## src/design/bp_defines.svh

```systemverilog
`ifndef BP_DEFINES_SVH
`define BP_DEFINES_SVH

// Low PC bits joined to the history for the gselect index
`define BP_PC_W 4

// Global history length shared by both tables
`define BP_HIST_W 4

// Low PC bits selecting a perceptron entry
`define BP_PT_PC_W 4

// Signed width of each perceptron weight
`define BP_WEIGHT_W 6

// Perceptron keeps training while the sum magnitude is at or below this
`define BP_THETA 8

// Low PC bits selecting a chooser entry
`define BP_SEL_PC_W 4

`endif

```

## src/design/bp_ctrl_pkg.sv

```systemverilog
package bp_ctrl_pkg;

    // Chooser counter, ordered so that stepping up moves toward the perceptron
    typedef enum logic [1:0] {
        strong_gselect    = 2'b00,
        weak_gselect      = 2'b01,
        weak_perceptron   = 2'b10,
        strong_perceptron = 2'b11
    } sel_state_e;

    // Component that supplied a response
    typedef enum logic {
        prov_gselect    = 1'b0,
        prov_perceptron = 1'b1
    } provider_e;

endpackage

```

## src/design/bp_types_pkg.sv

```systemverilog
`include "bp_defines.svh"

package bp_types_pkg;

    typedef struct packed {
        logic [31:0] pc;
    } bp_req_t;

    // Registered request plus the history it was looked up under
    typedef struct packed {
        logic [31:0]           pc;
        logic [`BP_HIST_W-1:0] hist;
    } bp_lookup_t;

    typedef struct packed {
        logic [31:0]             pc;
        logic                    taken;
        bp_ctrl_pkg::provider_e  provider;
    } bp_rsp_t;

    // The hist field is the history before the resolved branch shifts in
    typedef struct packed {
        logic [31:0]           pc;
        logic                  taken;
        logic [`BP_HIST_W-1:0] hist;
    } bp_upd_t;

endpackage

```

## src/design/bp_update_stage.sv

```systemverilog
`timescale 1ns/1ps
`include "bp_defines.svh"

module bp_update_stage (
    input  logic                    clk,
    input  logic                    rst,
    input  logic                    upd_valid,
    output logic                    upd_ready,
    input  logic [31:0]             upd_pc,
    input  logic                    upd_taken,
    output logic                    train_valid,
    output bp_types_pkg::bp_upd_t   train,
    output logic [`BP_HIST_W-1:0]   hist
);

    // Updates are always accepted outside reset
    assign upd_ready   = !rst;
    assign train_valid = upd_valid && upd_ready;

    // Tables train under the history as it stood before this branch
    assign train = '{pc: upd_pc, taken: upd_taken, hist: hist};

    always_ff @(posedge clk) begin
        if (rst) begin
            hist <= '0;
        end else if (train_valid) begin
            hist <= {hist[`BP_HIST_W-2:0], upd_taken};
        end
    end

    // Without speculative history the register only moves on resolved branches
    a_hist_only_on_update: assert property (
        @(posedge clk) disable iff (rst)
        !train_valid |=> $stable(hist)
    );

endmodule

```

## src/design/bp_lookup_stage.sv

```systemverilog
`timescale 1ns/1ps
`include "bp_defines.svh"

module bp_lookup_stage (
    input  logic                      clk,
    input  logic                      rst,
    input  logic                      req_valid,
    output logic                      req_ready,
    input  bp_types_pkg::bp_req_t     req,
    input  logic [`BP_HIST_W-1:0]     hist,
    input  logic                      advance,
    output logic                      look_valid,
    output bp_types_pkg::bp_lookup_t  look
);

    logic req_fire;

    // One entry, so a new request fits only if the current one moves on
    assign req_ready = !rst && (!look_valid || advance);
    assign req_fire  = req_valid && req_ready;

    always_ff @(posedge clk) begin
        if (rst) begin
            look_valid <= 1'b0;
        end else if (req_fire) begin
            look_valid <= 1'b1;
        end else if (advance) begin
            look_valid <= 1'b0;
        end
    end

    // Snapshot the history together with the PC
    always_ff @(posedge clk) begin
        if (req_fire) begin
            look.pc   <= req.pc;
            look.hist <= hist;
        end
    end

    // The tables read this register directly, so it must not move under a stall
    a_look_stable: assert property (
        @(posedge clk) disable iff (rst)
        look_valid && !advance |=> look_valid && $stable(look)
    );

endmodule

```

## src/design/gselect_table.sv

```systemverilog
`timescale 1ns/1ps
`include "bp_defines.svh"

module gselect_table (
    input  logic                      clk,
    input  logic                      rst,
    input  bp_types_pkg::bp_lookup_t  look,
    output logic                      pred,
    input  logic                      train_valid,
    input  bp_types_pkg::bp_upd_t     train,
    output logic                      train_pred
);

    localparam int IDX_W   = `BP_HIST_W + `BP_PC_W;
    localparam int ENTRIES = 1 << IDX_W;

    logic [1:0]       pht [ENTRIES];
    logic [IDX_W-1:0] look_idx;
    logic [IDX_W-1:0] train_idx;
    logic [1:0]       cnt;

    // History in the upper bits, low PC bits below
    assign look_idx  = {look.hist, look.pc[`BP_PC_W-1:0]};
    assign train_idx = {train.hist, train.pc[`BP_PC_W-1:0]};

    assign pred       = pht[look_idx][1];
    assign cnt        = pht[train_idx];
    assign train_pred = cnt[1];

    always_ff @(posedge clk) begin
        if (rst) begin
            for (int i = 0; i < ENTRIES; i++) begin
                pht[i] <= 2'b01;
            end
        end else if (train_valid) begin
            if (train.taken && cnt != 2'b11) begin
                pht[train_idx] <= cnt + 2'd1;
            end else if (!train.taken && cnt != 2'b00) begin
                pht[train_idx] <= cnt - 2'd1;
            end
        end
    end

endmodule

```

## src/design/perceptron_table.sv

```systemverilog
`timescale 1ns/1ps
`include "bp_defines.svh"

module perceptron_table (
    input  logic                      clk,
    input  logic                      rst,
    input  bp_types_pkg::bp_lookup_t  look,
    output logic                      pred,
    input  logic                      train_valid,
    input  bp_types_pkg::bp_upd_t     train,
    output logic                      train_pred
);

    localparam int W       = `BP_WEIGHT_W;
    localparam int ENTRIES = 1 << `BP_PT_PC_W;
    localparam int SUM_W   = W + $clog2(`BP_HIST_W + 1) + 1;
    localparam logic signed [SUM_W-1:0] THETA_S = `BP_THETA;
    localparam logic [W-1:0] W_MAX = {1'b0, {(W-1){1'b1}}};
    localparam logic [W-1:0] W_MIN = {1'b1, {(W-1){1'b0}}};

    // Element 0 is the bias, element i+1 pairs with history bit i
    typedef logic [`BP_HIST_W:0][W-1:0] entry_t;

    entry_t                   wt [ENTRIES];
    logic [`BP_PT_PC_W-1:0]   look_idx;
    logic [`BP_PT_PC_W-1:0]   train_idx;
    logic signed [SUM_W-1:0]  look_sum;
    logic signed [SUM_W-1:0]  train_sum;
    logic                     in_margin;
    logic                     do_train;

    function automatic logic signed [SUM_W-1:0] dot(input entry_t e,
                                                    input logic [`BP_HIST_W-1:0] h);
        logic signed [SUM_W-1:0] acc;
        acc = $signed(e[0]);
        for (int i = 0; i < `BP_HIST_W; i++) begin
            // A set history bit counts as +1, a clear one as -1
            if (h[i]) begin
                acc = acc + $signed(e[i+1]);
            end else begin
                acc = acc - $signed(e[i+1]);
            end
        end
        return acc;
    endfunction

    function automatic logic [W-1:0] sat_step(input logic [W-1:0] w, input logic up);
        logic [W-1:0] n;
        n = w;
        if (up && w != W_MAX) begin
            n = w + 1'b1;
        end else if (!up && w != W_MIN) begin
            n = w - 1'b1;
        end
        return n;
    endfunction

    function automatic logic step_ok(input logic [W-1:0] a, input logic [W-1:0] b);
        logic signed [W:0] d;
        d = $signed(b) - $signed(a);
        return (d >= -1) && (d <= 1);
    endfunction

    assign look_idx  = look.pc[`BP_PT_PC_W-1:0];
    assign train_idx = train.pc[`BP_PT_PC_W-1:0];

    assign look_sum  = dot(wt[look_idx], look.hist);
    assign train_sum = dot(wt[train_idx], train.hist);

    assign pred       = !look_sum[SUM_W-1];
    assign train_pred = !train_sum[SUM_W-1];

    assign in_margin = (train_sum <= THETA_S) && (train_sum >= -THETA_S);
    assign do_train  = train_valid && ((train_pred != train.taken) || in_margin);

    always_ff @(posedge clk) begin
        if (rst) begin
            for (int i = 0; i < ENTRIES; i++) begin
                wt[i] <= '0;
            end
        end else if (do_train) begin
            wt[train_idx][0] <= sat_step(wt[train_idx][0], train.taken);
            for (int i = 0; i < `BP_HIST_W; i++) begin
                wt[train_idx][i+1] <= sat_step(wt[train_idx][i+1],
                                               train.hist[i] == train.taken);
            end
        end
    end

    // A trained weight moves one step at most, so it can never wrap past a limit
    for (genvar k = 0; k <= `BP_HIST_W; k++) begin : g_range_chk
        a_weight_range: assert property (
            @(posedge clk) disable iff (rst)
            do_train |=> step_ok($past(wt[train_idx][k]), wt[$past(train_idx)][k])
        );
    end

endmodule

```

## src/design/tournament_chooser.sv

```systemverilog
`timescale 1ns/1ps
`include "bp_defines.svh"

module tournament_chooser (
    input  logic                      clk,
    input  logic                      rst,
    input  logic                      look_valid,
    input  bp_types_pkg::bp_lookup_t  look,
    input  logic                      gs_pred,
    input  logic                      pc_pred,
    output logic                      advance,
    input  logic                      train_valid,
    input  bp_types_pkg::bp_upd_t     train,
    input  logic                      gs_train_pred,
    input  logic                      pc_train_pred,
    output logic                      rsp_valid,
    input  logic                      rsp_ready,
    output bp_types_pkg::bp_rsp_t     rsp
);

    import bp_ctrl_pkg::*;

    localparam int ENTRIES = 1 << `BP_SEL_PC_W;

    sel_state_e               sel [ENTRIES];
    logic [`BP_SEL_PC_W-1:0]  look_idx;
    logic [`BP_SEL_PC_W-1:0]  train_idx;
    provider_e                look_prov;
    logic                     look_taken;

    function automatic sel_state_e step_sel(input sel_state_e s, input logic to_perc);
        sel_state_e n;
        n = s;
        case (s)
            strong_gselect:    n = to_perc ? weak_gselect : strong_gselect;
            weak_gselect:      n = to_perc ? weak_perceptron : strong_gselect;
            weak_perceptron:   n = to_perc ? strong_perceptron : weak_gselect;
            strong_perceptron: n = to_perc ? strong_perceptron : weak_perceptron;
            default:           n = weak_gselect;
        endcase
        return n;
    endfunction

    assign look_idx  = look.pc[`BP_SEL_PC_W-1:0];
    assign train_idx = train.pc[`BP_SEL_PC_W-1:0];

    assign look_prov = (sel[look_idx] == strong_gselect || sel[look_idx] == weak_gselect) ?
                       prov_gselect : prov_perceptron;
    assign look_taken = (look_prov == prov_gselect) ? gs_pred : pc_pred;

    // Output register is free or being drained this cycle
    assign advance = !rsp_valid || rsp_ready;

    always_ff @(posedge clk) begin
        if (rst) begin
            for (int i = 0; i < ENTRIES; i++) begin
                sel[i] <= weak_gselect;
            end
        end else if (train_valid && gs_train_pred != pc_train_pred) begin
            // Only a disagreement says which component was right
            sel[train_idx] <= step_sel(sel[train_idx], pc_train_pred == train.taken);
        end
    end

    always_ff @(posedge clk) begin
        if (rst) begin
            rsp_valid <= 1'b0;
        end else if (advance) begin
            rsp_valid <= look_valid;
        end
    end

    always_ff @(posedge clk) begin
        if (advance && look_valid) begin
            rsp.pc       <= look.pc;
            rsp.taken    <= look_taken;
            rsp.provider <= look_prov;
        end
    end

endmodule

```

## src/design/branch_predictor_top.sv

```systemverilog
`timescale 1ns/1ps
`include "bp_defines.svh"

module branch_predictor_top (
    input  logic                    clk,
    input  logic                    rst,
    input  logic                    req_valid,
    output logic                    req_ready,
    input  bp_types_pkg::bp_req_t   req,
    output logic                    rsp_valid,
    input  logic                    rsp_ready,
    output bp_types_pkg::bp_rsp_t   rsp,
    input  logic                    upd_valid,
    output logic                    upd_ready,
    input  logic [31:0]             upd_pc,
    input  logic                    upd_taken
);

    import bp_types_pkg::*;

    logic [`BP_HIST_W-1:0] hist;
    logic                  train_valid;
    bp_upd_t               train;
    logic                  look_valid;
    bp_lookup_t            look;
    logic                  advance;
    logic                  gs_pred;
    logic                  pc_pred;
    logic                  gs_train_pred;
    logic                  pc_train_pred;

    bp_update_stage bp_update_stage_inst (
        .clk         (clk),
        .rst         (rst),
        .upd_valid   (upd_valid),
        .upd_ready   (upd_ready),
        .upd_pc      (upd_pc),
        .upd_taken   (upd_taken),
        .train_valid (train_valid),
        .train       (train),
        .hist        (hist)
    );

    bp_lookup_stage bp_lookup_stage_inst (
        .clk        (clk),
        .rst        (rst),
        .req_valid  (req_valid),
        .req_ready  (req_ready),
        .req        (req),
        .hist       (hist),
        .advance    (advance),
        .look_valid (look_valid),
        .look       (look)
    );

    gselect_table gselect_table_inst (
        .clk         (clk),
        .rst         (rst),
        .look        (look),
        .pred        (gs_pred),
        .train_valid (train_valid),
        .train       (train),
        .train_pred  (gs_train_pred)
    );

    perceptron_table perceptron_table_inst (
        .clk         (clk),
        .rst         (rst),
        .look        (look),
        .pred        (pc_pred),
        .train_valid (train_valid),
        .train       (train),
        .train_pred  (pc_train_pred)
    );

    tournament_chooser tournament_chooser_inst (
        .clk           (clk),
        .rst           (rst),
        .look_valid    (look_valid),
        .look          (look),
        .gs_pred       (gs_pred),
        .pc_pred       (pc_pred),
        .advance       (advance),
        .train_valid   (train_valid),
        .train         (train),
        .gs_train_pred (gs_train_pred),
        .pc_train_pred (pc_train_pred),
        .rsp_valid     (rsp_valid),
        .rsp_ready     (rsp_ready),
        .rsp           (rsp)
    );

endmodule

```

## config.mk

```make
export PLATFORM = sky130hd
export DESIGN_NAME = branch_predictor_top
export DESIGN_NICKNAME = d
export VERILOG_FILES = /design/src/design/bp_ctrl_pkg.sv /design/src/design/bp_types_pkg.sv /design/src/design/bp_update_stage.sv /design/src/design/bp_lookup_stage.sv /design/src/design/gselect_table.sv /design/src/design/perceptron_table.sv /design/src/design/tournament_chooser.sv /design/src/design/branch_predictor_top.sv
export VERILOG_INCLUDE_DIRS = /design/src /design/src/design
export SDC_FILE = /design/constraint.sdc
export NUM_CORES = 2
export LEC_CHECK = 0
export BUFFER_PORTS_ARGS = -buffer_cell sky130_fd_sc_hd__buf_4
export CORE_AREA = 2 2 321 323
export CTS_CLUSTER_SIZE = 16
export DETAILED_ROUTE_END_ITERATION = 8
export DIE_AREA = 0 0 323 325
export PLACE_DENSITY = 0.78
export SLEW_MARGIN = 20
export SYNTH_ARGS = -nofsm -noshare
export SYNTH_HDL_FRONTEND = slang
export SYNTH_SLANG_ARGS = --single-unit
```

## constraint.sdc

```tcl
create_clock -name clk -period 14.1 [get_ports clk]
set_clock_uncertainty 0.1 [all_clocks]
set_input_delay 2.115 -clock clk [delete_from_list [all_inputs] [get_ports clk]]
set_output_delay 2.115 -clock clk [all_outputs]
set_load 0.02 [all_outputs]
```

==> flow_summary_export.csv <==
group,metric,value,unit
sta,max_freq,89.5,MHz
synthesis,synth_warnings,0,
place,dp.cells,5401,
global_routing,antenna_found_initial,5,
synthesis,async_flop_share,0,%
clocking,hold_buffers,0,
synthesis,synth_xor_xnor_area_share,1.71,%
power_and_ir_drop,swShare,46.6,%
sta,timing.final.ws_setup,2.93,ns
synthesis,synth_fa_ha_area_share,1.91,%
global_routing,grt_pass1_wl,265000,um
layout,drive_gt1_share,26.3,%
die,io_pins,107,
worst_setup_path,regToRegEndpoint,"perceptron_table_inst.wt[14][14]",
drt,vias_per_cell,7.47,
die,die_y,325,um
power_and_ir_drop,power.total,16.6,mW
worst_setup_path,max_stage_delay,0.70,ns
synthesis,synth_edf_count,1094,
power_and_ir_drop,powerDensity,252,mW/mm^2
worst_setup_path,startpoint_type,"input port",
clocking,clk_path_buf_depth,3,
clocking,numCtsBuffers,109,
layout,finalNetCount,4303,
place,dp_hpwl,103000,um
power_and_ir_drop,p_seq_share,25.7,%
place,gp_congestion,0.917,
sta,layout_min_cycle_time,11.17,ns
worst_setup_path,crit_type,"in2reg",
min_path,holdCritStartpoint,"bp_lookup_stage_inst.look[31]",
worst_setup_path,cp-startpoint,"upd_pc[0]",
drt,routedWlPerCell,32.4,um
worst_setup_path,crit_path_end,"perceptron_table_inst.wt[14][14]",
synthesis,synthFlopType,"edfxtp_1",
sta,setup_viol,0,
global_routing,grt-ovfl-total,0,
die,die_w,323,um
min_path,min_path_type,"reg2reg",
clocking,htree_levels,3,
synthesis,ys_ff_latch,1108,
worst_setup_path,worstSetupEndpointType,"register",
die,row_count,117,
worst_setup_path,reg2reg_depth,29,
sta,slew_viol_final,0,
global_routing,grt_pass1_vias,41100,
clocking,ctsResizeCount,0,
synthesis,synth_top_family_by_area,"multiplexers",
sta,slew_headroom,7.08,%
worst_setup_path,cpMostUsedCell,"ha_1",
synthesis,synth_mux_area_share,21.0,%
synthesis,syn_avg_cell_area,14.0,sq um
synthesis,synth_cell_type_count,70,
layout,regArea,0.0331,sq mm
clocking,clock-sinks,1108,
clocking,cts_tree,"built",
status,status,"completed",
die,die_area,0.105,sq mm
worst_setup_path,critical_path.max_fanout,41,
power_and_ir_drop,power_frac_comb,56.2,%
synthesis,synth_cells,4308,
synthesis,synth_compound_area_share,6.09,%
drt,first_pass_iters,7,
synthesis,synth_area,0.0604,sq mm
worst_setup_path,reg2reg_slack,4.51,ns
synthesis,yosysSeqAreaShare,54.9,%
power_and_ir_drop,power_switching,7.73,mW
drt,remaining_drc_errors,0,
power_and_ir_drop,leakage,20.7,nW
drt,drtAntennaViolNets,0,
sta,finalCritPeriodShare,79.2,%
layout,multiInputGateArea,0.0254,sq mm
synthesis,yosys.area_share.simple,10.4,%
layout,final_cells,5611,
layout,post-route-util,65.1,%
drt,drt-total-wl,182000,um
clocking,cts_root_buffer,"clkbuf_16",
worst_setup_path,rr_startpoint,"perceptron_table_inst.wt[10][6]",
global_routing,grt_max_degree,219,
global_routing,grtUsageTotal,34.5,%
sta,tightest_slew,1.39,ns
job,drv_cap,0,
power_and_ir_drop,intPower,8.87,mW
sta,finalHoldViolCount,0,
worst_setup_path,crit_slowest_cell,"xnor2_1",
die,start_util,59.6,%
power_and_ir_drop,pwr-share-clk,18.1,%
power_and_ir_drop,peakVddDrop,1.84,mV
clocking,post_cts_buffers,0,
die,coreArea,0.101,sq mm
layout,synthToLayoutAreaGrowth,9.30,%
drt,vias,41900,
clocking,clk-insertion-delay-late,0.72,ns
drt,drt_iter0_markers,7477,
sta,tns,0,ns
worst_setup_path,worstPathRequired,14.45,ns
place,portBuffers,78,
place,place_ws,2.11,ns
layout,n_fill_cell,6883,
synthesis,syn_nets,4466,
sta,grt_setup_unrepaired,"no",
clocking,clkTransAtPathRegs,0.06,ns
worst_setup_path,arrival,11.52,ns
registers in the layout, indices dropped and copies added (netlist names), named ones only:
signal                             count
bp_lookup_stage_inst.look             36
bp_lookup_stage_inst.look_valid        1
bp_update_stage_inst.hist              4
gselect_table_inst.pht               512
perceptron_table_inst.wt             480
tournament_chooser_inst.rsp           34
tournament_chooser_inst.rsp_valid      1
tournament_chooser_inst.sel           32
kinds of logic after synthesis:
logic type               Yosys count
adder cells (fa/ha/maj)           88
XOR/XNOR                         114
AO/OA/AOI/OAI                    510
buffers and inverters            561
multiplexers                     576
AND/OR/NAND/NOR                 1351
flip-flops                      1108
cell usage in the layout (no fill, tap or decap), types with 20 or more instances in the layout:
master,count
edfxtp_1,1094
nor2_1,579
mux4_2,552
nand2_1,318
o31ai_1,258
nor4_1,221
buf_4,211
clkbuf_16,109
ha_1,81
a21oi_1,67
inv_1,64
xnor2_1,58
a21o_1,53
xor2_1,46
nor3_2,41
nand3_1,32
nand2_2,29
a22oi_1,27
nor3_1,24
clkbuf_1,22
clkinv_2,21
o21ai_0,20
power groups by stage:
| stage | combinational [mW] | sequential [mW] | clock, mW |
|---|---|---|---|
| global placement | 8.89 | 4.28 | 0 |
| global route | 9.75 | 4.27 | 3.12 |
| floorplan | 6.20 | 4.28 | 0 |
| CTS | 9.13 | 4.26 | 2.99 |
| detailed placement | 9.07 | 4.32 | 0 |
| finish | 9.33 | 4.26 | 3.00 |
worst max-delay path: cells and delay by family:
family,cells,cell delay (ns)
AND/OR/NAND/NOR,4,1.44
adder cells (fa/ha/maj),5,1.56
AO/OA/AOI/OAI,9,1.69
XOR/XNOR,3,1.08
multiplexers,3,1.48
buffers and inverters,6,2.05
cell type report:
| class | count | share of cell area (%) |
|---|---|---|
| Tap cell | 1368 | 2.59 |
| Clock buffer | 131 | 4.26 |
| Inverter | 66 | 0.387 |
| Sequential cell | 1108 | 50.2 |
| Antenna cell | 3 | 0.0114 |
| Multi-Input combinational cell | 2639 | 38.6 |
| Clock inverter | 75 | 1.27 |
| Timing Repair Buffer | 221 | 2.68 |
synth_stat cells (all sizes together) (7+ instances only):
cell,number,share of area (%)
dfxtp,14,0.46
buf,161,1.5
nor2,597,3.7
nor4,233,2.5
mux4,552,21
mux2i,9,0.15
o21bai,9,0.11
nor2b,18,0.19
nand2b,12,0.12
inv,66,0.41
ha,81,1.7
a22oi,27,0.34
fa,7,0.23
nor3,67,0.90
xnor2,63,0.93
a21o,53,0.66
o21ai,24,0.20
clkbuf,334,2.1
nand2,349,2.2
xor2,49,0.71
mux2,15,0.28
o2111ai,17,0.25
a31oi,7,0.073
edfxtp,1094,54
nand3,38,0.32
a21oi,68,0.56
o31ai,259,3.2
per-stage QoR:
step	cell area, sq um	hold slack, ns
detailed placement	62200	0.305
global placement	62200	0.300
CTS	65900	0.309
global route	66000	0.313
finish	66000	0.306
floorplan	60400	0.300
per-layer routing:
metal | wire, um | up-vias | global-route usage [%] | share of wire (%)
met1 | 59400 | 20800 | 46.9 | 33
met3 | 30300 | 655 | 11.0 | 17
met2 | 82500 | 3789 | 51.6 | 45
li1 | - | 16700 | - | -
met5 | 63 | - | 0.370 | 0.035
met4 | 9310 | 4 | 15.3 | 5.1
worst min path at each step:
stage                                                 end  cells after the start
after global placement    tournament_chooser_inst.rsp[11]                      0
after CTS                 tournament_chooser_inst.rsp[29]                      0
final                     tournament_chooser_inst.rsp[29]                      0
after detailed placement  tournament_chooser_inst.rsp[22]                      0
after floorplan           tournament_chooser_inst.rsp[10]                      0
after global routing      tournament_chooser_inst.rsp[29]                      0
No activity file was read; power rests on OpenSTA's default activity.
